File: config.mk
export PLATFORM = sky130hd
export DESIGN_NAME = rv_gpr
export DESIGN_NICKNAME = d
export VERILOG_FILES = /design/src/hdl/id_ctrl_pkg.sv /design/src/hdl/rv_gpr.sv
export SDC_FILE = /design/constraint.sdc
export NUM_CORES = 2
export LEC_CHECK = 0
export BUFFER_PORTS_ARGS = -buffer_cell sky130_fd_sc_hd__buf_2
export CORE_ASPECT_RATIO = 0.9
export CORE_MARGIN = 5
export CORE_UTILIZATION = 42
export CTS_CLUSTER_DIAMETER = 30
export CTS_CLUSTER_SIZE = 25
export DETAILED_ROUTE_END_ITERATION = 16
export PLACE_DENSITY = 0.54
export SYNTH_ARGS = -nofsm -noshare
export SYNTH_HDL_FRONTEND = slang
export SYNTH_SLANG_ARGS = --single-unit
File: constraint.sdc
create_clock -name i_clk -period 5.2 [get_ports i_clk]
set_input_delay 0 -clock i_clk [delete_from_list [all_inputs] [get_ports i_clk]]
set_output_delay 0 -clock i_clk [all_outputs]
set_load 0.03 [all_outputs]
File: src/hdl/id_ctrl_pkg.sv
// widths and codes of the decoded control fields passed on to execute
`default_nettype none

package id_ctrl_pkg;

  localparam int unsigned XLEN        = 64;  // gpr and pc width
  localparam int unsigned GPR_ADDR_WD = 5;
  localparam int unsigned ALU_OP_WD   = 5;
  localparam int unsigned MEM_OP_WD   = 3;   // same code as load/store funct3

  // alu operations
  localparam logic [ALU_OP_WD-1:0] ALU_ADD   = 5'd0;
  localparam logic [ALU_OP_WD-1:0] ALU_SUB   = 5'd1;
  localparam logic [ALU_OP_WD-1:0] ALU_SLL   = 5'd2;
  localparam logic [ALU_OP_WD-1:0] ALU_SLT   = 5'd3;
  localparam logic [ALU_OP_WD-1:0] ALU_SLTU  = 5'd4;
  localparam logic [ALU_OP_WD-1:0] ALU_XOR   = 5'd5;
  localparam logic [ALU_OP_WD-1:0] ALU_SRL   = 5'd6;
  localparam logic [ALU_OP_WD-1:0] ALU_SRA   = 5'd7;
  localparam logic [ALU_OP_WD-1:0] ALU_OR    = 5'd8;
  localparam logic [ALU_OP_WD-1:0] ALU_AND   = 5'd9;
  localparam logic [ALU_OP_WD-1:0] ALU_COPY2 = 5'd10;  // result is operand 2, for lui

  // operand 1 select
  localparam logic SRC1_RS1 = 1'b0;
  localparam logic SRC1_PC  = 1'b1;

  // operand 2 select
  localparam logic [1:0] SRC2_RS2  = 2'd0;
  localparam logic [1:0] SRC2_IMM  = 2'd1;
  localparam logic [1:0] SRC2_FOUR = 2'd2;  // link value pc+4

endpackage

`default_nettype wire

File: src/hdl/rv_gpr.sv
// general register file, 32 x xlen, two combinational reads and one write
`default_nettype none

module rv_gpr (
  input  logic                                 i_clk,
  input  logic                                 i_rst,
  // read ports
  input  logic [id_ctrl_pkg::GPR_ADDR_WD-1:0]  i_raddr1,
  input  logic [id_ctrl_pkg::GPR_ADDR_WD-1:0]  i_raddr2,
  output logic [id_ctrl_pkg::XLEN-1:0]         o_rdata1,
  output logic [id_ctrl_pkg::XLEN-1:0]         o_rdata2,
  // write port from write-back
  input  logic                                 i_wen,
  input  logic [id_ctrl_pkg::GPR_ADDR_WD-1:0]  i_waddr,
  input  logic [id_ctrl_pkg::XLEN-1:0]         i_wdata
);

  // x0 has no storage
  logic [id_ctrl_pkg::XLEN-1:0] regs [1:31];

  always_ff @(posedge i_clk) begin
    if (i_rst) begin
      for (int k = 1; k < 32; k++) begin
        regs[k] <= '0;
      end
    end else if (i_wen && i_waddr != '0) begin
      regs[i_waddr] <= i_wdata;
    end
  end

  // no bypass, a same-cycle write shows up next cycle
  assign o_rdata1 = (i_raddr1 == '0) ? '0 : regs[i_raddr1];
  assign o_rdata2 = (i_raddr2 == '0) ? '0 : regs[i_raddr2];

endmodule

`default_nettype wire

==> run summary <==
Status - complete, no violations
Hold slack - 114 ps
Cell Pwr Density - 434 mW/mm^2
Comb power frac - 9.7%
Worst-Margin Slew - 1390 ps
Leak - 46.8 nW
CTS H-tree depth - 6
Commonest non-fill, non-tap cell in the layout - edfxtp_1
Final std cells w/o fill - 11,157
Port bufs - 209
First-pass GRT wire length - 593,000 um
Initial antenna violation count - 57
Most frequent cells in the layout - edfxtp_1 (2,048), and2_1 (1,985), mux4_2 (906)
Worst-path clk slew - 40 ps
Die area - 0.268 mm^2
Worst VDD drop - 0.000370 V
Worst-path fanout max - 2
Layout cells sized above 1 - 29.9%
Area Growth Syn to Fin - 21.1%
Synthesized area per cell - 15.3 um^2
Core area - 0.256 mm^2
Slew Limit Fails - 0
Max_slew headroom - 7.62%
Final wirelength - 432,000 um
Layout net count - 7,450
Cell Count Post-Placement - 10,150
Detail Placement HPWL - 250,000 um
Resized cells post-CTS - 0
CTS tree - done
Die Y - 492 um
Hold_buf cts - 68
Initial drt markers - 9,990
Post-route worst setup slack - 1410 ps
Drt wl/cell - 38.7 um
Num CTS Buffers - 530
Total grt overflow - 0
Seq/Total Area, Yosys - 56.8%
Mapped cell area - 0.108 mm^2
Largest net degree at the start of global routing - 87
Highest clock rate - 264 MHz
Worst setup EP type - output pin
Clock Path Buffers - 4
Post-Place Cell Area - 0.113 mm^2
CTS sink cnt - 2,048
Layout Utilization - 51.2%
GRT Resource Usage Total - 31.6%
Vias in the first global route - 72,014
Ports - 210
Number of flip-flops in the largest register - 2,048
Switching part of the total power - 24.5%
Yosys warnings - 0
Clock Power Share - 55.9%
CP Launch Type - register
Final non-filler cell area - 0.131 mm^2
Async SR Flop Fraction - 0%
Final TNS setup - 0 ps
Synth cell types - 43
Remaining DRCs - 0
Maxcap violations - 0
Post-Synthesis Cells - 7,055
Core Rows - 176
GP Congestion - 0.840
Data required time of the worst path - 5200 ps
Clk Tree Root Cell - clkbuf_16
Total power - 57.0 mW
Top_reg_cell synth - edfxtp_1
Fin crit share - 73.0%
FF+latch count, synth - 2,048
Setup WS pre-CTS - 1530 ps
RSZ-0062 raised after global routing - no
Regs by FF count - regs x2048
Largest Register - regs
DR vias/cell - 6.38
EDFF count, synth - 2,048
Antenna viol nets, final - 0
Minimum clock period - 3790 ps
Hold/Removal Path Class - input port to register
Vias - 71,201
Die width - 545 um
Cell Int Power - 43.0 mW
Final hold violation count - 0
Initial Utilization - 42.3%
Drt pass-1 iters - 5
Part of the power in registers - 34.4%
Setup Buffers After CTS - 0
Worst EP arrival - 3790 ps
Psw - 14.0 mW
Critical path class - register to output pin
Final setup fails - 0
## worst max-delay path, stage by stage (launching register included)
cell and delay (ps):
edfxtp_1 410, mux2_2 340, a221oi_1 700, nor3_1 110, a211oi_1 660, a221oi_1 160, buf_4 250, buf_2 190
## logic make-up after synthesis
group | after synthesis | synth area share, %
simple gates | 2284 | 12.8
buf+inv | 791 | 3.17
compound gates | 540 | 3.75
mux | 1391 | 23.5
other cells | 1 | 0.00346
flops | 2048 | 56.8
## cell type report
cell class,instances,area (um^2)
well taps,3382,4230
repair buffers,507,4160
fillers,20939,125000
diodes,32,80.1
clock buffers,610,13700
flip-flops and latches,2048,61500
multi-input cells,4279,44000
inverters,2,8.76
clock inverters,297,3400
## worst paths after layout
check                                     from               endpoint  slack, ps  cells past startpoint
worst min-delay path               i_wdata[22]  regs[0][22]$_DFFE_PP_        110                      2
worst max-delay path  regs[5][3]$_SDFFCE_PN0P_            o_rdata1[3]       1410                      7
## power by group through the flow
stage,Clock (mW),Sequential [mW],Combinational [mW]
after global placement,0,19.8,5.40
after detailed placement,0,19.8,5.42
after global routing,32.9,19.7,5.68
after CTS,32.0,19.6,5.50
after floorplan,0,19.7,3.24
final,31.8,19.6,5.55
## cell usage after synthesis, types with 9 or more instances
cell	instances	area, um^2
edfxtp_1	2048	61500
and2_1	1986	12400
mux4_2	906	20400
clkbuf_1	586	2200
mux2i_1	365	3650
mux2_2	120	1350
nand2_1	109	409
buf_2	103	515
o22ai_1	100	626
a22oi_1	74	556
nor2_1	58	218
a221oi_1	57	499
o221ai_1	55	482
a21oi_1	50	250
a21o_1	42	315
buf_4	40	300
buf_1	35	131
or2_2	35	219
and3_1	31	194
a22o_1	30	263
a32oi_1	30	263
o2111ai_1	30	263
o211ai_1	30	225
buf_6	23	259
nand3_1	21	105
nor2b_1	15	93.8
a2111oi_0	12	105
a211oi_1	11	82.6
o21ai_0	10	50.1
nor4_1	9	56.3
## routing by layer
metal  track usage [%]  vias up  part of all wire [%]
met5                 0        -                 0.039
met4              15.3       26                   5.1
met3              8.20      960                    10
met2              48.0     4549                    45
met1              42.5    37582                    39
li1                  -    28084                     -
(Power assumes the default switching activity.)
