### src/hdl/id_ctrl_pkg.sv
// widths and codes of the decoded control fields passed on to execute
`default_nettype none

package id_ctrl_pkg;

  localparam int unsigned XLEN        = 64;  // gpr and pc width
  localparam int unsigned GPR_ADDR_WD = 5;
  localparam int unsigned ALU_OP_WD   = 5;
  localparam int unsigned MEM_OP_WD   = 3;   // same code as load/store funct3

  // alu operations
  localparam logic [ALU_OP_WD-1:0] ALU_ADD   = 5'd0;
  localparam logic [ALU_OP_WD-1:0] ALU_SUB   = 5'd1;
  localparam logic [ALU_OP_WD-1:0] ALU_SLL   = 5'd2;
  localparam logic [ALU_OP_WD-1:0] ALU_SLT   = 5'd3;
  localparam logic [ALU_OP_WD-1:0] ALU_SLTU  = 5'd4;
  localparam logic [ALU_OP_WD-1:0] ALU_XOR   = 5'd5;
  localparam logic [ALU_OP_WD-1:0] ALU_SRL   = 5'd6;
  localparam logic [ALU_OP_WD-1:0] ALU_SRA   = 5'd7;
  localparam logic [ALU_OP_WD-1:0] ALU_OR    = 5'd8;
  localparam logic [ALU_OP_WD-1:0] ALU_AND   = 5'd9;
  localparam logic [ALU_OP_WD-1:0] ALU_COPY2 = 5'd10;  // result is operand 2, for lui

  // operand 1 select
  localparam logic SRC1_RS1 = 1'b0;
  localparam logic SRC1_PC  = 1'b1;

  // operand 2 select
  localparam logic [1:0] SRC2_RS2  = 2'd0;
  localparam logic [1:0] SRC2_IMM  = 2'd1;
  localparam logic [1:0] SRC2_FOUR = 2'd2;  // link value pc+4

endpackage

`default_nettype wire

### src/hdl/rv_isa_pkg.sv
// rv64i instruction formats, major opcodes and branch funct3 codes
`default_nettype none

package rv_isa_pkg;

  localparam int unsigned INST_WD = 32;

  // major opcodes, bits [6:0]
  localparam logic [6:0] OPC_OP     = 7'b0110011;
  localparam logic [6:0] OPC_OP_IMM = 7'b0010011;
  localparam logic [6:0] OPC_LUI    = 7'b0110111;
  localparam logic [6:0] OPC_AUIPC  = 7'b0010111;
  localparam logic [6:0] OPC_JAL    = 7'b1101111;
  localparam logic [6:0] OPC_JALR   = 7'b1100111;
  localparam logic [6:0] OPC_BRANCH = 7'b1100011;
  localparam logic [6:0] OPC_LOAD   = 7'b0000011;
  localparam logic [6:0] OPC_STORE  = 7'b0100011;

  // branch conditions
  localparam logic [2:0] F3_BEQ  = 3'b000;
  localparam logic [2:0] F3_BNE  = 3'b001;
  localparam logic [2:0] F3_BLT  = 3'b100;
  localparam logic [2:0] F3_BGE  = 3'b101;
  localparam logic [2:0] F3_BLTU = 3'b110;
  localparam logic [2:0] F3_BGEU = 3'b111;

  // the six base formats, msb first
  typedef struct packed {
    logic [6:0] funct7;
    logic [4:0] rs2;
    logic [4:0] rs1;
    logic [2:0] funct3;
    logic [4:0] rd;
    logic [6:0] opcode;
  } r_fmt_t;

  typedef struct packed {
    logic [11:0] imm_11_0;
    logic [4:0]  rs1;
    logic [2:0]  funct3;
    logic [4:0]  rd;
    logic [6:0]  opcode;
  } i_fmt_t;

  typedef struct packed {
    logic [6:0] imm_11_5;
    logic [4:0] rs2;
    logic [4:0] rs1;
    logic [2:0] funct3;
    logic [4:0] imm_4_0;
    logic [6:0] opcode;
  } s_fmt_t;

  typedef struct packed {
    logic       imm_12;
    logic [5:0] imm_10_5;
    logic [4:0] rs2;
    logic [4:0] rs1;
    logic [2:0] funct3;
    logic [3:0] imm_4_1;
    logic       imm_11;     // stored below imm_4_1
    logic [6:0] opcode;
  } b_fmt_t;

  typedef struct packed {
    logic [19:0] imm_31_12;
    logic [4:0]  rd;
    logic [6:0]  opcode;
  } u_fmt_t;

  typedef struct packed {
    logic       imm_20;
    logic [9:0] imm_10_1;
    logic       imm_11;
    logic [7:0] imm_19_12;
    logic [4:0] rd;
    logic [6:0] opcode;
  } j_fmt_t;

  // one word, read through whichever format the opcode calls for
  typedef union packed {
    r_fmt_t r;
    i_fmt_t i;
    s_fmt_t s;
    b_fmt_t b;
    u_fmt_t u;
    j_fmt_t j;
  } rv_inst_u;

endpackage

`default_nettype wire
### src/hdl/rv_branch_unit.sv
// branch unit, resolves the branch condition and the redirect target
`default_nettype none

module rv_branch_unit (
  input  logic [id_ctrl_pkg::XLEN-1:0]  i_rs1data,
  input  logic [id_ctrl_pkg::XLEN-1:0]  i_rs2data,
  input  logic [id_ctrl_pkg::XLEN-1:0]  i_pc,
  input  logic [id_ctrl_pkg::XLEN-1:0]  i_imm,
  input  logic                          i_bren,
  input  logic                          i_jen,
  input  logic                          i_jalr,
  input  logic [2:0]                    i_brfunc,
  output logic                          o_br_sel,
  output logic [id_ctrl_pkg::XLEN-1:0]  o_br_target
);

  logic                         eq;
  logic                         lt;      // signed
  logic                         ltu;     // unsigned
  logic                         taken;
  logic [id_ctrl_pkg::XLEN-1:0] pc_rel;
  logic [id_ctrl_pkg::XLEN-1:0] reg_rel;

  assign eq  = (i_rs1data == i_rs2data);
  assign lt  = ($signed(i_rs1data) < $signed(i_rs2data));
  assign ltu = (i_rs1data < i_rs2data);

  always_comb begin
    case (i_brfunc)
      rv_isa_pkg::F3_BEQ:  taken = eq;
      rv_isa_pkg::F3_BNE:  taken = ~eq;
      rv_isa_pkg::F3_BLT:  taken = lt;
      rv_isa_pkg::F3_BGE:  taken = ~lt;
      rv_isa_pkg::F3_BLTU: taken = ltu;
      rv_isa_pkg::F3_BGEU: taken = ~ltu;
      default:             taken = 1'b0;  // 010/011 are not branches
    endcase
  end

  assign pc_rel  = i_pc + i_imm;
  assign reg_rel = i_rs1data + i_imm;

  // jumps always redirect
  assign o_br_sel = i_jen | (i_bren & taken);

  // jalr target drops bit 0
  assign o_br_target = (i_jen & i_jalr)
                     ? {reg_rel[id_ctrl_pkg::XLEN-1:1], 1'b0}
                     : pc_rel;

endmodule

`default_nettype wire

### config.mk
export PLATFORM = sky130hd
export DESIGN_NAME = rv_branch_unit
export DESIGN_NICKNAME = d
export VERILOG_FILES = /design/src/hdl/id_ctrl_pkg.sv /design/src/hdl/rv_isa_pkg.sv /design/src/hdl/rv_branch_unit.sv
export SDC_FILE = /design/constraint.sdc
export NUM_CORES = 1
export LEC_CHECK = 0
export ABC_AREA = 0
export BUFFER_PORTS_ARGS = -buffer_cell sky130_fd_sc_hd__buf_2
export CAP_MARGIN = 10
export CORE_ASPECT_RATIO = 0.75
export CORE_UTILIZATION = 35
export DETAILED_ROUTE_END_ITERATION = 16
export PLACE_DENSITY = 0.68
export SLEW_MARGIN = 30
export SYNTH_ARGS = -nofsm -noshare
export SYNTH_HDL_FRONTEND = slang
export SYNTH_SLANG_ARGS = --single-unit
### constraint.sdc
create_clock -name vclk -period 9.7
set_clock_uncertainty 0.1 [all_clocks]
set_input_delay 0.97 -clock vclk [all_inputs]
set_output_delay 0.97 -clock vclk [all_outputs]
set_load 0.02 [all_outputs]
==> impl_metrics.yaml <==
status:
  status: "finished clean"
hold_path:
  hold_class: "in -> out"
  hold_depth: 3
  worstHoldStart: "i_imm[63]"
  min_delay_worst_endpoint: "o_br_target[63]"
power_and_ir_drop:
  irDropWorstVdd_mv: 0.0562
  p_per_area_nw_per_um2: 76.5
  p_leak_nw: 5.87
global_route:
  top_usage_layer: "met2"
  use_met2: 0.409
  antenna_found_initial: 4
  grt_pass1_vias: 10600
  grt_pass1_wl_um: 56100
  met1_usage: 0.374
  use_met3: 0.0300
  grt_max_degree: 73
  grt_usage: 0.256
  grt-ovfl-total: 0
cells_and_area:
  nNetsFinal: 2100
  clkbuf_count: 0
  area_delta_synth_final_pct: 20.8
  drive_above_1_share: 0.221
  fin_area_um2: 11300
  n_fill_cell: 2780
  regArea_um2: 0
  seq_cell_count: 0
logic_synthesis:
  syn_nets: 1810
  synth_area_um2: 9320
  yosysWarnings: 0
  ys_seq_area_frac: 0
  syn_area_per_cell_um2: 6.87
  synth_cells: 1357
  synth.distinct_cells: 81
detailed_routing:
  firstDrtPassIters: 7
  vias: 11400
  ant_nets: 0
  avgRoutedWirePerCell_um: 18.3
  remaining_drc_errors: 0
  dr.first_iter.drc_count: 810
  via_per_inst: 5.73
  wl_um: 36500
cts:
  cts-resized-gates: 0
  cts_setup_buffers: 0
  cts_hold_buf: 0
setup_path:
  worstPathArrival_ns: 4.73
  worstSetupEndpointType: "primary output"
  critPathLaunchType: "input pin"
  crit_slowest_cell: "o21ai_1"
  path_common_cell: "o211ai_1"
  slowest_delay_ns: 0.47
  cp_max_fo: 5
  worstPathRequired_ns: 8.63
  setup.worst_path.class: "in -> out"
  cp_cell_sequence: "buf_2 > ha_1 > inv_1 > fa_1 > nand2b_1 > a21oi_1 > o211ai_1 > o211ai_1 > nor3_1 > buf_4 > o211ai_1 > nand3_1 > o21ai_1 > a31oi_1 > xor2_1 > mux2i_1 > buf_2"
sta:
  finalHoldViolations: 0
  min_period_ns: 5.80
  relSlewSlack: 0.436
  fmax_mhz: 172
  fin_setup_tns_ns: 0
  rsz0062_at_grt: "no"
  timing.final.crit_share: 0.598
  drv_slew: 0
  worst_pin_slew_ns: 0.846
  setup_viol: 0
floorplanning:
  die_x_um: 190
  die-area_um2: 27300
  start_util: 0.358
  core_area_um2: 26000
  rows: 51
  io-pin-count: 327
  die_h_um: 143
placed_design:
  dp_hpwl_um: 32100
  io_buffers: 327
  placed_cell_area_um2: 11200
  gp_congestion: 0.930
run:
  maxCapViolations: 0
synth_stat cells, types with 19 or more instances:
| cell type | number | area [µm²] |
|---|---|---|
| nor3_1 | 25 | 125 |
| nor2_1 | 98 | 368 |
| xor2_1 | 55 | 482 |
| clkbuf_1 | 32 | 120 |
| a21oi_1 | 166 | 831 |
| a21o_1 | 88 | 661 |
| nand4_1 | 40 | 250 |
| ha_1 | 189 | 2360 |
| o21ai_0 | 88 | 440 |
| o21bai_1 | 19 | 143 |
| nand3_1 | 29 | 145 |
| inv_1 | 92 | 345 |
| xnor2_1 | 54 | 473 |
| a31oi_1 | 20 | 125 |
| nand2_1 | 108 | 405 |
metrics by stage:
| step | hold slack, ns | total power [mW] | utilization | cells | setup slack, ns |
|---|---|---|---|---|---|
| after CTS | 2.13 | 0.851 | 0.432 | 1989 | 3.99 |
| after global placement | 2.13 | 0.842 | 0.432 | 1989 | 4.05 |
| after global routing | 2.14 | 0.941 | 0.432 | 1991 | 3.64 |
| after floorplan | 1.98 | 0.578 | - | 1357 | 4.85 |
| final | 2.13 | 0.861 | 0.432 | 1992 | 3.90 |
| after detailed placement | 2.13 | 0.846 | 0.432 | 1989 | 4.00 |
power breakdown:
part           internal, mW  switching [mW]
sequential                0               0
clock          0.0000000414               0
combinational         0.339           0.522
total                 0.339           0.522
metal layers:
layer / share of wire / vias to the layer above
li1: - / 5654
met1: 0.48 / 5218
met2: 0.43 / 503
met3: 0.084 / 28
met4: 0.0099 / 2
met5: 0.00036 / -
final cells by class:
type	instances	area [µm²]	share of cell area
inverter	92	345	0.0307
tap	344	430	0.0383
multi-input combinational	1223	8810	0.783
timing repair buffer	330	1660	0.147
antenna	3	7.51	0.000667
layout by cell type (no fill, tap or decap), types with 10 or more instances in the layout:
| master | count |
|---|---|
| a21o_1 | 88 |
| a21oi_1 | 166 |
| a31oi_1 | 20 |
| and2_1 | 10 |
| and3_1 | 12 |
| buf_2 | 327 |
| ha_1 | 189 |
| inv_1 | 92 |
| mux2i_1 | 10 |
| nand2_1 | 107 |
| nand2b_1 | 16 |
| nand3_1 | 29 |
| nand4_1 | 40 |
| nor2_1 | 98 |
| nor2b_1 | 13 |
| nor3_1 | 25 |
| o211ai_1 | 15 |
| o21a_1 | 15 |
| o21ai_0 | 88 |
| o21ai_1 | 10 |
| o21bai_1 | 19 |
| o31ai_1 | 10 |
| or3_1 | 12 |
| xnor2_1 | 54 |
| xor2_1 | 55 |
worst max-delay path: cells and delay by family:
| family | cells | cell delay [ns] |
|---|---|---|
| simple gates | 3 | 0.45 |
| fa+ha+maj | 2 | 0.56 |
| compound gates | 6 | 1.74 |
| xor+xnor | 1 | 0.16 |
| mux | 1 | 0.25 |
| buf+inv | 4 | 0.58 |
kinds of logic after synthesis:
family / count (synthesis) / share of synthesized area
xor+xnor: 109 / 0.102
compound gates: 513 / 0.359
buf+inv: 134 / 0.0556
mux: 11 / 0.0120
simple gates: 399 / 0.213
fa+ha+maj: 191 / 0.258
worst max-delay path by stage:
stage / start / endpoint / slack [ns] / depth (start not counted)
floorplan: i_rs1data[37] / o_br_target[48] / 4.85 / 13
global placement: i_imm[0] / o_br_target[36] / 4.05 / 16
detailed placement: i_imm[0] / o_br_target[62] / 4.00 / 17
CTS: i_imm[0] / o_br_target[62] / 3.99 / 17
global route: i_imm[0] / o_br_target[62] / 3.64 / 17
finish: i_imm[0] / o_br_target[56] / 3.90 / 17
(Power assumes the default switching activity.)
