<file path="config.mk">
export PLATFORM = sky130hd
export DESIGN_NAME = rv_decoder
export DESIGN_NICKNAME = d
export VERILOG_FILES = /design/src/hdl/id_ctrl_pkg.sv /design/src/hdl/rv_isa_pkg.sv /design/src/hdl/rv_decoder.sv
export SDC_FILE = /design/constraint.sdc
export NUM_CORES = 1
export LEC_CHECK = 0
export BUFFER_PORTS_ARGS = -buffer_cell sky130_fd_sc_hd__clkbuf_2
export CORE_MARGIN = 2
export CORE_UTILIZATION = 35
export DETAILED_ROUTE_END_ITERATION = 7
export GPL_ROUTABILITY_DRIVEN = 0
export PLACE_DENSITY = 0.88
export SETUP_SLACK_MARGIN = 0.4
export SLEW_MARGIN = 25
export SYNTH_ARGS = -nofsm -noshare
export SYNTH_HDL_FRONTEND = slang
export SYNTH_SLANG_ARGS = --single-unit
</file>
<file path="constraint.sdc">
create_clock -name vclk -period 5.1
set_clock_uncertainty 0.1 [all_clocks]
set_input_delay 1.02 -clock vclk [all_inputs]
set_output_delay 1.02 -clock vclk [all_outputs]
set_load 0.01 [all_outputs]
</file>
<file path="src/hdl/id_ctrl_pkg.sv">
// widths and codes of the decoded control fields passed on to execute
`default_nettype none

package id_ctrl_pkg;

  localparam int unsigned XLEN        = 64;  // gpr and pc width
  localparam int unsigned GPR_ADDR_WD = 5;
  localparam int unsigned ALU_OP_WD   = 5;
  localparam int unsigned MEM_OP_WD   = 3;   // same code as load/store funct3

  // alu operations
  localparam logic [ALU_OP_WD-1:0] ALU_ADD   = 5'd0;
  localparam logic [ALU_OP_WD-1:0] ALU_SUB   = 5'd1;
  localparam logic [ALU_OP_WD-1:0] ALU_SLL   = 5'd2;
  localparam logic [ALU_OP_WD-1:0] ALU_SLT   = 5'd3;
  localparam logic [ALU_OP_WD-1:0] ALU_SLTU  = 5'd4;
  localparam logic [ALU_OP_WD-1:0] ALU_XOR   = 5'd5;
  localparam logic [ALU_OP_WD-1:0] ALU_SRL   = 5'd6;
  localparam logic [ALU_OP_WD-1:0] ALU_SRA   = 5'd7;
  localparam logic [ALU_OP_WD-1:0] ALU_OR    = 5'd8;
  localparam logic [ALU_OP_WD-1:0] ALU_AND   = 5'd9;
  localparam logic [ALU_OP_WD-1:0] ALU_COPY2 = 5'd10;  // result is operand 2, for lui

  // operand 1 select
  localparam logic SRC1_RS1 = 1'b0;
  localparam logic SRC1_PC  = 1'b1;

  // operand 2 select
  localparam logic [1:0] SRC2_RS2  = 2'd0;
  localparam logic [1:0] SRC2_IMM  = 2'd1;
  localparam logic [1:0] SRC2_FOUR = 2'd2;  // link value pc+4

endpackage

`default_nettype wire

</file>
<file path="src/hdl/rv_isa_pkg.sv">
// rv64i instruction formats, major opcodes and branch funct3 codes
`default_nettype none

package rv_isa_pkg;

  localparam int unsigned INST_WD = 32;

  // major opcodes, bits [6:0]
  localparam logic [6:0] OPC_OP     = 7'b0110011;
  localparam logic [6:0] OPC_OP_IMM = 7'b0010011;
  localparam logic [6:0] OPC_LUI    = 7'b0110111;
  localparam logic [6:0] OPC_AUIPC  = 7'b0010111;
  localparam logic [6:0] OPC_JAL    = 7'b1101111;
  localparam logic [6:0] OPC_JALR   = 7'b1100111;
  localparam logic [6:0] OPC_BRANCH = 7'b1100011;
  localparam logic [6:0] OPC_LOAD   = 7'b0000011;
  localparam logic [6:0] OPC_STORE  = 7'b0100011;

  // branch conditions
  localparam logic [2:0] F3_BEQ  = 3'b000;
  localparam logic [2:0] F3_BNE  = 3'b001;
  localparam logic [2:0] F3_BLT  = 3'b100;
  localparam logic [2:0] F3_BGE  = 3'b101;
  localparam logic [2:0] F3_BLTU = 3'b110;
  localparam logic [2:0] F3_BGEU = 3'b111;

  // the six base formats, msb first
  typedef struct packed {
    logic [6:0] funct7;
    logic [4:0] rs2;
    logic [4:0] rs1;
    logic [2:0] funct3;
    logic [4:0] rd;
    logic [6:0] opcode;
  } r_fmt_t;

  typedef struct packed {
    logic [11:0] imm_11_0;
    logic [4:0]  rs1;
    logic [2:0]  funct3;
    logic [4:0]  rd;
    logic [6:0]  opcode;
  } i_fmt_t;

  typedef struct packed {
    logic [6:0] imm_11_5;
    logic [4:0] rs2;
    logic [4:0] rs1;
    logic [2:0] funct3;
    logic [4:0] imm_4_0;
    logic [6:0] opcode;
  } s_fmt_t;

  typedef struct packed {
    logic       imm_12;
    logic [5:0] imm_10_5;
    logic [4:0] rs2;
    logic [4:0] rs1;
    logic [2:0] funct3;
    logic [3:0] imm_4_1;
    logic       imm_11;     // stored below imm_4_1
    logic [6:0] opcode;
  } b_fmt_t;

  typedef struct packed {
    logic [19:0] imm_31_12;
    logic [4:0]  rd;
    logic [6:0]  opcode;
  } u_fmt_t;

  typedef struct packed {
    logic       imm_20;
    logic [9:0] imm_10_1;
    logic       imm_11;
    logic [7:0] imm_19_12;
    logic [4:0] rd;
    logic [6:0] opcode;
  } j_fmt_t;

  // one word, read through whichever format the opcode calls for
  typedef union packed {
    r_fmt_t r;
    i_fmt_t i;
    s_fmt_t s;
    b_fmt_t b;
    u_fmt_t u;
    j_fmt_t j;
  } rv_inst_u;

endpackage

`default_nettype wire
</file>
<file path="src/hdl/rv_decoder.sv">
// rv64i instruction decoder: register addresses, immediate and control fields
`default_nettype none

module rv_decoder (
  input  logic                                 i_valid,
  input  rv_isa_pkg::rv_inst_u                 i_inst,
  output logic [id_ctrl_pkg::GPR_ADDR_WD-1:0]  o_rs1,
  output logic [id_ctrl_pkg::GPR_ADDR_WD-1:0]  o_rs2,
  output logic [id_ctrl_pkg::GPR_ADDR_WD-1:0]  o_rd,
  output logic [id_ctrl_pkg::XLEN-1:0]         o_imm,
  output logic                                 o_bren,
  output logic                                 o_jen,
  output logic                                 o_jalr,
  output logic [2:0]                           o_brfunc,
  output logic [id_ctrl_pkg::ALU_OP_WD-1:0]    o_alu_op,
  output logic                                 o_alu_src1_sel,
  output logic [1:0]                           o_alu_src2_sel,
  output logic                                 o_gpr_wen,
  output logic                                 o_mem_ren,
  output logic                                 o_mem_wen,
  output logic [id_ctrl_pkg::MEM_OP_WD-1:0]    o_mem_op,
  output logic                                 o_invalid
);

  logic [31:0]                         imm32;   // sign-extended to 32 first
  logic [id_ctrl_pkg::ALU_OP_WD-1:0]   alu_f3;  // alu code from funct3 alone
  logic                                bren;
  logic                                jen;
  logic                                jalr;
  logic                                gpr_wen;
  logic                                mem_ren;
  logic                                mem_wen;
  logic                                known;

  // shared by op and op-imm, bit 30 picks sra over srl
  always_comb begin
    case (i_inst.r.funct3)
      3'b000:  alu_f3 = id_ctrl_pkg::ALU_ADD;
      3'b001:  alu_f3 = id_ctrl_pkg::ALU_SLL;
      3'b010:  alu_f3 = id_ctrl_pkg::ALU_SLT;
      3'b011:  alu_f3 = id_ctrl_pkg::ALU_SLTU;
      3'b100:  alu_f3 = id_ctrl_pkg::ALU_XOR;
      3'b101:  alu_f3 = i_inst.r.funct7[5] ? id_ctrl_pkg::ALU_SRA : id_ctrl_pkg::ALU_SRL;
      3'b110:  alu_f3 = id_ctrl_pkg::ALU_OR;
      default: alu_f3 = id_ctrl_pkg::ALU_AND;
    endcase
  end

  always_comb begin
    o_rs1          = '0;
    o_rs2          = '0;
    o_rd           = '0;
    imm32          = '0;
    o_alu_op       = id_ctrl_pkg::ALU_ADD;
    o_alu_src1_sel = id_ctrl_pkg::SRC1_RS1;
    o_alu_src2_sel = id_ctrl_pkg::SRC2_RS2;
    o_mem_op       = '0;
    bren           = 1'b0;
    jen            = 1'b0;
    jalr           = 1'b0;
    gpr_wen        = 1'b0;
    mem_ren        = 1'b0;
    mem_wen        = 1'b0;
    known          = 1'b1;
    case (i_inst.r.opcode)
      rv_isa_pkg::OPC_OP: begin
        o_rs1    = i_inst.r.rs1;
        o_rs2    = i_inst.r.rs2;
        o_rd     = i_inst.r.rd;
        o_alu_op = (i_inst.r.funct3 == 3'b000 && i_inst.r.funct7[5])
                 ? id_ctrl_pkg::ALU_SUB : alu_f3;
        gpr_wen  = 1'b1;
      end
      rv_isa_pkg::OPC_OP_IMM: begin
        o_rs1          = i_inst.i.rs1;
        o_rd           = i_inst.i.rd;
        imm32          = {{20{i_inst.i.imm_11_0[11]}}, i_inst.i.imm_11_0};
        o_alu_op       = alu_f3;                // no subi
        o_alu_src2_sel = id_ctrl_pkg::SRC2_IMM;
        gpr_wen        = 1'b1;
      end
      rv_isa_pkg::OPC_LUI: begin
        o_rd           = i_inst.u.rd;
        imm32          = {i_inst.u.imm_31_12, 12'b0};
        o_alu_op       = id_ctrl_pkg::ALU_COPY2;
        o_alu_src2_sel = id_ctrl_pkg::SRC2_IMM;
        gpr_wen        = 1'b1;
      end
      rv_isa_pkg::OPC_AUIPC: begin
        o_rd           = i_inst.u.rd;
        imm32          = {i_inst.u.imm_31_12, 12'b0};
        o_alu_src1_sel = id_ctrl_pkg::SRC1_PC;
        o_alu_src2_sel = id_ctrl_pkg::SRC2_IMM;
        gpr_wen        = 1'b1;
      end
      rv_isa_pkg::OPC_JAL: begin
        o_rd           = i_inst.j.rd;
        imm32          = {{12{i_inst.j.imm_20}}, i_inst.j.imm_19_12, i_inst.j.imm_11,
                          i_inst.j.imm_10_1, 1'b0};
        o_alu_src1_sel = id_ctrl_pkg::SRC1_PC;  // link = pc + 4
        o_alu_src2_sel = id_ctrl_pkg::SRC2_FOUR;
        gpr_wen        = 1'b1;
        jen            = 1'b1;
      end
      rv_isa_pkg::OPC_JALR: begin
        o_rs1          = i_inst.i.rs1;
        o_rd           = i_inst.i.rd;
        imm32          = {{20{i_inst.i.imm_11_0[11]}}, i_inst.i.imm_11_0};
        o_alu_src1_sel = id_ctrl_pkg::SRC1_PC;
        o_alu_src2_sel = id_ctrl_pkg::SRC2_FOUR;
        gpr_wen        = 1'b1;
        jen            = 1'b1;
        jalr           = 1'b1;
      end
      rv_isa_pkg::OPC_BRANCH: begin
        o_rs1 = i_inst.b.rs1;
        o_rs2 = i_inst.b.rs2;
        imm32 = {{20{i_inst.b.imm_12}}, i_inst.b.imm_11, i_inst.b.imm_10_5,
                 i_inst.b.imm_4_1, 1'b0};
        bren  = 1'b1;
      end
      rv_isa_pkg::OPC_LOAD: begin
        o_rs1          = i_inst.i.rs1;
        o_rd           = i_inst.i.rd;
        imm32          = {{20{i_inst.i.imm_11_0[11]}}, i_inst.i.imm_11_0};
        o_alu_src2_sel = id_ctrl_pkg::SRC2_IMM;  // address = rs1 + imm
        o_mem_op       = i_inst.i.funct3;
        gpr_wen        = 1'b1;
        mem_ren        = 1'b1;
      end
      rv_isa_pkg::OPC_STORE: begin
        o_rs1          = i_inst.s.rs1;
        o_rs2          = i_inst.s.rs2;
        imm32          = {{20{i_inst.s.imm_11_5[6]}}, i_inst.s.imm_11_5, i_inst.s.imm_4_0};
        o_alu_src2_sel = id_ctrl_pkg::SRC2_IMM;
        o_mem_op       = i_inst.s.funct3;
        mem_wen        = 1'b1;
      end
      default: known = 1'b0;
    endcase
  end

  assign o_imm    = {{(id_ctrl_pkg::XLEN-32){imm32[31]}}, imm32};
  assign o_brfunc = i_inst.b.funct3;

  // nothing fires without a valid instruction
  assign o_bren    = i_valid & bren;
  assign o_jen     = i_valid & jen;
  assign o_jalr    = i_valid & jalr;
  assign o_gpr_wen = i_valid & gpr_wen;
  assign o_mem_ren = i_valid & mem_ren;
  assign o_mem_wen = i_valid & mem_wen;
  assign o_invalid = i_valid & ~known;

endmodule

`default_nettype wire

</file>
==> results by group, run 1 <==
Synth
  – Syn nets: 207
  – Register area share after synthesis: 0%
  – Syn_area_per_cell: 6.34 um2
  – Largest area contributor in the netlist: buf_4
  – Yosys Warn Count: 0
  – Synthesized area: 1100 um2
  – Yosys top cell area share: 25.9%
  – Top-count cell post-synth: buf_4
  – Cell count after synthesis: 174
  – Synth area leaders: buf_4 (26%), and2_1 (15%), a21o_1 (14%)
  – Synth cell count leaders: buf_4 (38), and2_1 (27), a21o_1 (20)
  – Library cells used by synthesis: 35

Placed design
  – IO Port Bufs: 132
  – Placed Area: 1520 um2
  – Hpwl dp: 2850 um

Power and ir drop
  – Power Density: 47.7 nW/um2
  – Combinational share of power: 100.0%
  – Sw power: 43.0 uW
  – Peak supply drop: 24.3 uV
  – Internal Power: 29.6 uW
  – Switching part of the total: 59.3%
  – Sequential share of power: 0%
  – Clock power frac: 0%
  – LEAKAGE: 0.00107 uW

Layout
  – Ant diodes: 0
  – Clock buf count: 0
  – Seq_cells: 0
  – FF/Latch Area: 0 um2
  – P&R area growth vs syn: 38.0%
  – Net count, final: 298
  – Fraction of layout cells with a size suffix above 1: 52.1%
  – Post-route cell area: 1520 um2

Timing
  – RSZ-0062 raised after global routing: no
  – TNS Setup: 0 ns
  – Relative slew slack: 50.6%
  – Final Hold Viols: 0
  – Fin Hold WS: 2.22 ns
  – Fmax: 0.259 GHz
  – Max Slew Vio Count: 0
  – Crit path time final: 3.87 ns
  – Final setup vio count: 0
  – Final critical-path share of the clock period: 75.8%
  – Worst slew pin tran: 0.735 ns

Drt
  – First drt pass iteration count: 4
  – DRC: 0
  – Starting DRT DRC Count: 32
  – Via count: 1475
  – WL/cell: 10.9 um
  – Post-Route WL: 3340 um
  – ANT nets after route: 0
  – Vias per inst: 4.80

GRT
  – Largest net degree at the start of global routing: 34
  – First-pass GRT wire length: 4860 um
  – GR Overflow Total: 0
  – Number of global-route vias before repair: 1082
  – Tot GR Track Use: 16.5%
  – Initial antenna violation count: 0

Critical path
  – Worst Setup End Kind: primary output
  – Worst EP required: 3.98 ns
  – CP Launch Type: input pin
  – CP max FO: 11
  – Critical path class: in2out
  – Crit path DAT: 2.75 ns

Hold path
  – Hold Path Class: in2out

Clocking
  – Post-CTS setup buffers: 0
  – Hold-fix buffers at CTS: 0
  – Post-cts sizing count: 0

Floorplan
  – Io pins: 133
  – Cell row count: 20
  – Die area: 3620 um2
  – Die Y: 60.2 um
  – Die width: 60.2 um
  – Core area: 3030 um2
  – Effective utilization at floorplan: 36.4%

Run
  – # Max-Cap Violations: 0

Outcome
  – Outcome: finished clean
## power by group through the flow
stage          clock [uW]  combinational [uW]  sequential, uW
6_report                0                72.6               0
5_1_grt                 0                80.7               0
4_1_cts                 0                72.9               0
3_5_place_dp            0                72.7               0
3_3_place_gp            0                71.5               0
2_1_floorplan           0                46.9               0
## critical path: stages
cell and delay [ns]:
clkbuf_2 0.17, or2_1 0.34, or3_4 0.37, a211oi_2 0.56
a21o_1 0.15, clkbuf_2 0.13
## metrics by stage
stage | util [%] | instances | setup slack, ns | total power [uW]
finish | 50.3 | 307 | 1.23 | 72.6
global route | 50.3 | 307 | 1.09 | 80.7
global placement | 50.3 | 307 | 1.32 | 71.5
detailed placement | 50.3 | 307 | 1.26 | 72.7
CTS | 50.3 | 307 | 1.26 | 72.9
floorplan | - | 174 | 0.934 | 46.9
## cells by family (layout without fill, tap and decap cells)
group           after synthesis  after routing  synth area share, %
simple gates                 74             74                 37.6
buf+inv                      50            139                 30.4
compound gates               49             49                 31.6
other cells                   1              1                0.340
## routing by layer
metal / up-vias / global-route usage, % / share of wire [%]
li1: 749 / - / -
met1: 642 / 23.5 / 43
met2: 84 / 29.2 / 48
met3: 0 / 0.649 / 8.8
met4: 0 / 0 / 0
met5: - / 0 / 0
## final timing paths
kind / from / to / cells past startpoint
max: i_inst[3] / o_imm[27] / 6
min: i_inst[12] / o_brfunc[0] / 2
## final cells by class
class | instances | area, um2
inverters | 5 | 18.8
repair buffers | 134 | 676
fillers | 301 | 1510
well taps | 44 | 55.1
multi-input cells | 124 | 773
## placed cells by master, fill, tap and decap left out, drive strengths merged, types with 2 or more instances in the layout
master	instances
a211oi	3
a21o	20
a21oi	6
a22o	4
and2	27
and3	3
and3b	2
buf	2
clkbuf	132
inv	5
nand2	11
nand2b	3
nand3	2
nor2	10
nor2b	2
nor3	5
nor4	3
o21ai	8
or3	2
(Power assumes the default switching activity.)
==> run 2: changes to the inputs <==
--- a/config.mk
+++ b/config.mk
@@ -5,12 +5,13 @@
 export SDC_FILE = /design/constraint.sdc
 export NUM_CORES = 1
 export LEC_CHECK = 0
+export ABC_AREA = 1
 export BUFFER_PORTS_ARGS = -buffer_cell sky130_fd_sc_hd__clkbuf_2
 export CORE_MARGIN = 2
-export CORE_UTILIZATION = 35
+export CORE_UTILIZATION = 38
 export DETAILED_ROUTE_END_ITERATION = 7
 export GPL_ROUTABILITY_DRIVEN = 0
-export PLACE_DENSITY = 0.88
+export PLACE_DENSITY = 0.89
 export SETUP_SLACK_MARGIN = 0.4
 export SLEW_MARGIN = 25
 export SYNTH_ARGS = -nofsm -noshare
==> constraint.sdc (replaced) <==
create_clock -name vclk -period 3.8
set_clock_uncertainty 0.1 [all_clocks]
set_input_delay 0.76 -clock vclk [all_inputs]
set_output_delay 0.76 -clock vclk [all_outputs]
set_load 0.01 [all_outputs]
==> run 2 against run 1 <==
Effect of this change:
- worst setup slack worse by 0.52 ns
- via count up 21%
- first-iteration DRC count up 78%
- non-clock buffer count unchanged
- global-route usage up 2.6 points
- total power up 40%
- die area up 7.4%
==> results by group, run 2 <==
Hold path
  – Hold Startpoint: i_inst[14]
  – Hold Path Class: in2out
  – Hold endpoint: o_brfunc[2]
  – WHS Path Cells: 2

Layout
  – Net count, final: 368
  – Layout Utilization: 51.0%
  – FF/Latch Area: 0 um2
  – Multi-input combinational cell area: 802 um2
  – Most frequent cells in the layout: clkbuf_2 (132), nand2_1 (43), inv_1 (39)
  – Fraction of layout cells with a size suffix above 1: 45.0%
  – Fill cells: 369
  – P&R area growth vs syn: 30.6%
  – Commonest non-fill, non-tap cell in the layout: clkbuf_2
  – Seq_cells: 0
  – Ant diodes: 0
  – Clock buf count: 0

Synth
  – Largest family of logic cells by synthesized area: simple AND/OR/NAND/NOR gates
  – Mux cell area share after synthesis: 0%
  – Yosys top cell area share: 21.5%
  – Top-count cell post-synth: nand2_1
  – Synth area leaders: buf_4 (21%), nand2_1 (13%), inv_1 (11%)
  – Post-Synth Simple-Gate Area: 47.5%
  – Yosys Warn Count: 0
  – Xor/xnor cell area share of the yosys netlist: 0%
  – Cell count after synthesis: 244
  – Register area share after synthesis: 0%
  – Largest area contributor in the netlist: buf_4
  – Adder-cell share of the synthesized area: 0%
  – Synthesized area: 1290 um2
  – Library cells used by synthesis: 24
  – Syn_area_per_cell: 5.30 um2
  – Compound-Gate Fraction of Synth Area: 13.8%
  – Syn nets: 277
  – Synth cell count leaders: nand2_1 (44), inv_1 (39), buf_4 (37)

Critical path
  – Worst EP required: 2.94 ns
  – Worst Setup End Kind: primary output
  – Critical path class: in2out
  – Crit path DAT: 2.23 ns
  – CP Launch Type: input pin
  – CP max FO: 33

Placed design
  – Hpwl dp: 3390 um
  – IO Port Bufs: 132

Drt
  – ANT nets after route: 0
  – Vias per inst: 4.72
  – Via count: 1789
  – First drt pass iteration count: 4
  – Starting DRT DRC Count: 57
  – Post-Route WL: 4180 um
  – WL/cell: 11.0 um
  – DRC: 0

Floorplan
  – Io pins: 133
  – Die area: 3890 um2
  – Effective utilization at floorplan: 39.1%
  – Die Y: 62.4 um
  – Core area: 3310 um2
  – Die width: 62.4 um
  – Cell row count: 21

Timing
  – Fmax: 0.324 GHz
  – RSZ-0062 raised after global routing: no
  – Final setup vio count: 0
  – TNS Setup: 0 ns
  – Final Hold Viols: 0
  – Final critical-path share of the clock period: 81.3%
  – Max Slew Vio Count: 0
  – Crit path time final: 3.09 ns

Power and ir drop
  – Power Density: 60.1 nW/um2
  – Peak supply drop: 31.5 uV
  – LEAKAGE: 0.00130 uW

GRT
  – Tot GR Track Use: 19.1%
  – Number of global-route vias before repair: 1501
  – First-pass GRT wire length: 6450 um
  – Largest net degree at the start of global routing: 34
  – Initial antenna violation count: 0
  – GR Overflow Total: 0

Clocking
  – Hold-fix buffers at CTS: 0
  – Post-CTS setup buffers: 0

Run
  – # Max-Cap Violations: 0

Outcome
  – Outcome: finished clean
==> run 2: cell types whose count changed after synthesis, moves of 6 or more <==
cell,before,now
nor2_1,10,31
a21o_1,20,0
nand2_1,11,44
nand4_1,0,12
inv_1,5,39
o21ai_0,8,14
nand3_1,2,23
and2_1,27,0
==> run 2: timing repair <==
| item | in CTS | in global routing |
|---|---|---|
| setup endpoints to repair | 0 | 3 |
| hold endpoints to repair | 0 | 0 |
| resized for setup | 0 | 1 |
==> run 2: per-stage QoR <==
stage | power, uW | cells | instance area (um2) | hold WS [ns] | setup slack [ns]
floorplan | 63.4 | 244 | 1300 | 1.51 | 0.528
global placement | 98.9 | 379 | 1690 | 1.67 | 0.622
detailed placement | 101 | 379 | 1690 | 1.68 | 0.567
CTS | 101 | 379 | 1690 | 1.68 | 0.557
global route | 112 | 379 | 1690 | 1.69 | 0.495
finish | 101 | 379 | 1690 | 1.68 | 0.712
==> run 2: worst max path at each step <==
stage / slack [ns] / cells past startpoint / end / from
6_report: 0.71 / 12 / o_imm[62] / i_inst[4]
5_1_grt: 0.50 / 12 / o_imm[47] / i_inst[4]
4_1_cts: 0.56 / 7 / o_imm[24] / i_inst[4]
3_5_place_dp: 0.57 / 7 / o_imm[24] / i_inst[4]
3_3_place_gp: 0.62 / 7 / o_imm[24] / i_inst[4]
2_1_floorplan: 0.53 / 9 / o_imm[32] / i_inst[4]
==> run 2: cell families after synthesis <==
family | Yosys count
compound gates | 32
other cells | 1
buf+inv | 86
simple gates | 125
==> run 2: report_power, final <==
| group | internal [uW] | switching (uW) | total [uW] |
|---|---|---|---|
| Clock | 0 | 0 | 0 |
| Combinational | 38.5 | 63.0 | 101 |
| Sequential | 0 | 0 | 0 |
==> run 2: metal layers <==
metal / wire length (um) / part of all wire [%] / vias up / track usage [%]
met4: 0 / 0 / 0 / 0.556
met5: 0 / 0 / - / 0
met1: 1760 / 42 / 788 / 22.9
met2: 2080 / 50 / 88 / 38.7
met3: 334 / 8.0 / 0 / 1.27
li1: - / - / 913 / -
==> run 2: area by class of cell <==
type	count	area share [%]
inverters	41	9.11
multi-input cells	158	47.5
well taps	46	3.41
repair buffers	134	40.0
==> run 2: worst max-delay path, cell delays in order <==
cell and delay [ns]:
clkbuf_2 0.10, inv_1 0.13, nand2_4 0.11, nor2_8 0.16, nand2_4 0.13, nand2_4 0.15
inv_2 0.05, nand2_1 0.06, nor2_1 0.05, nor2_2 0.07, buf_4 0.26, clkbuf_2 0.19
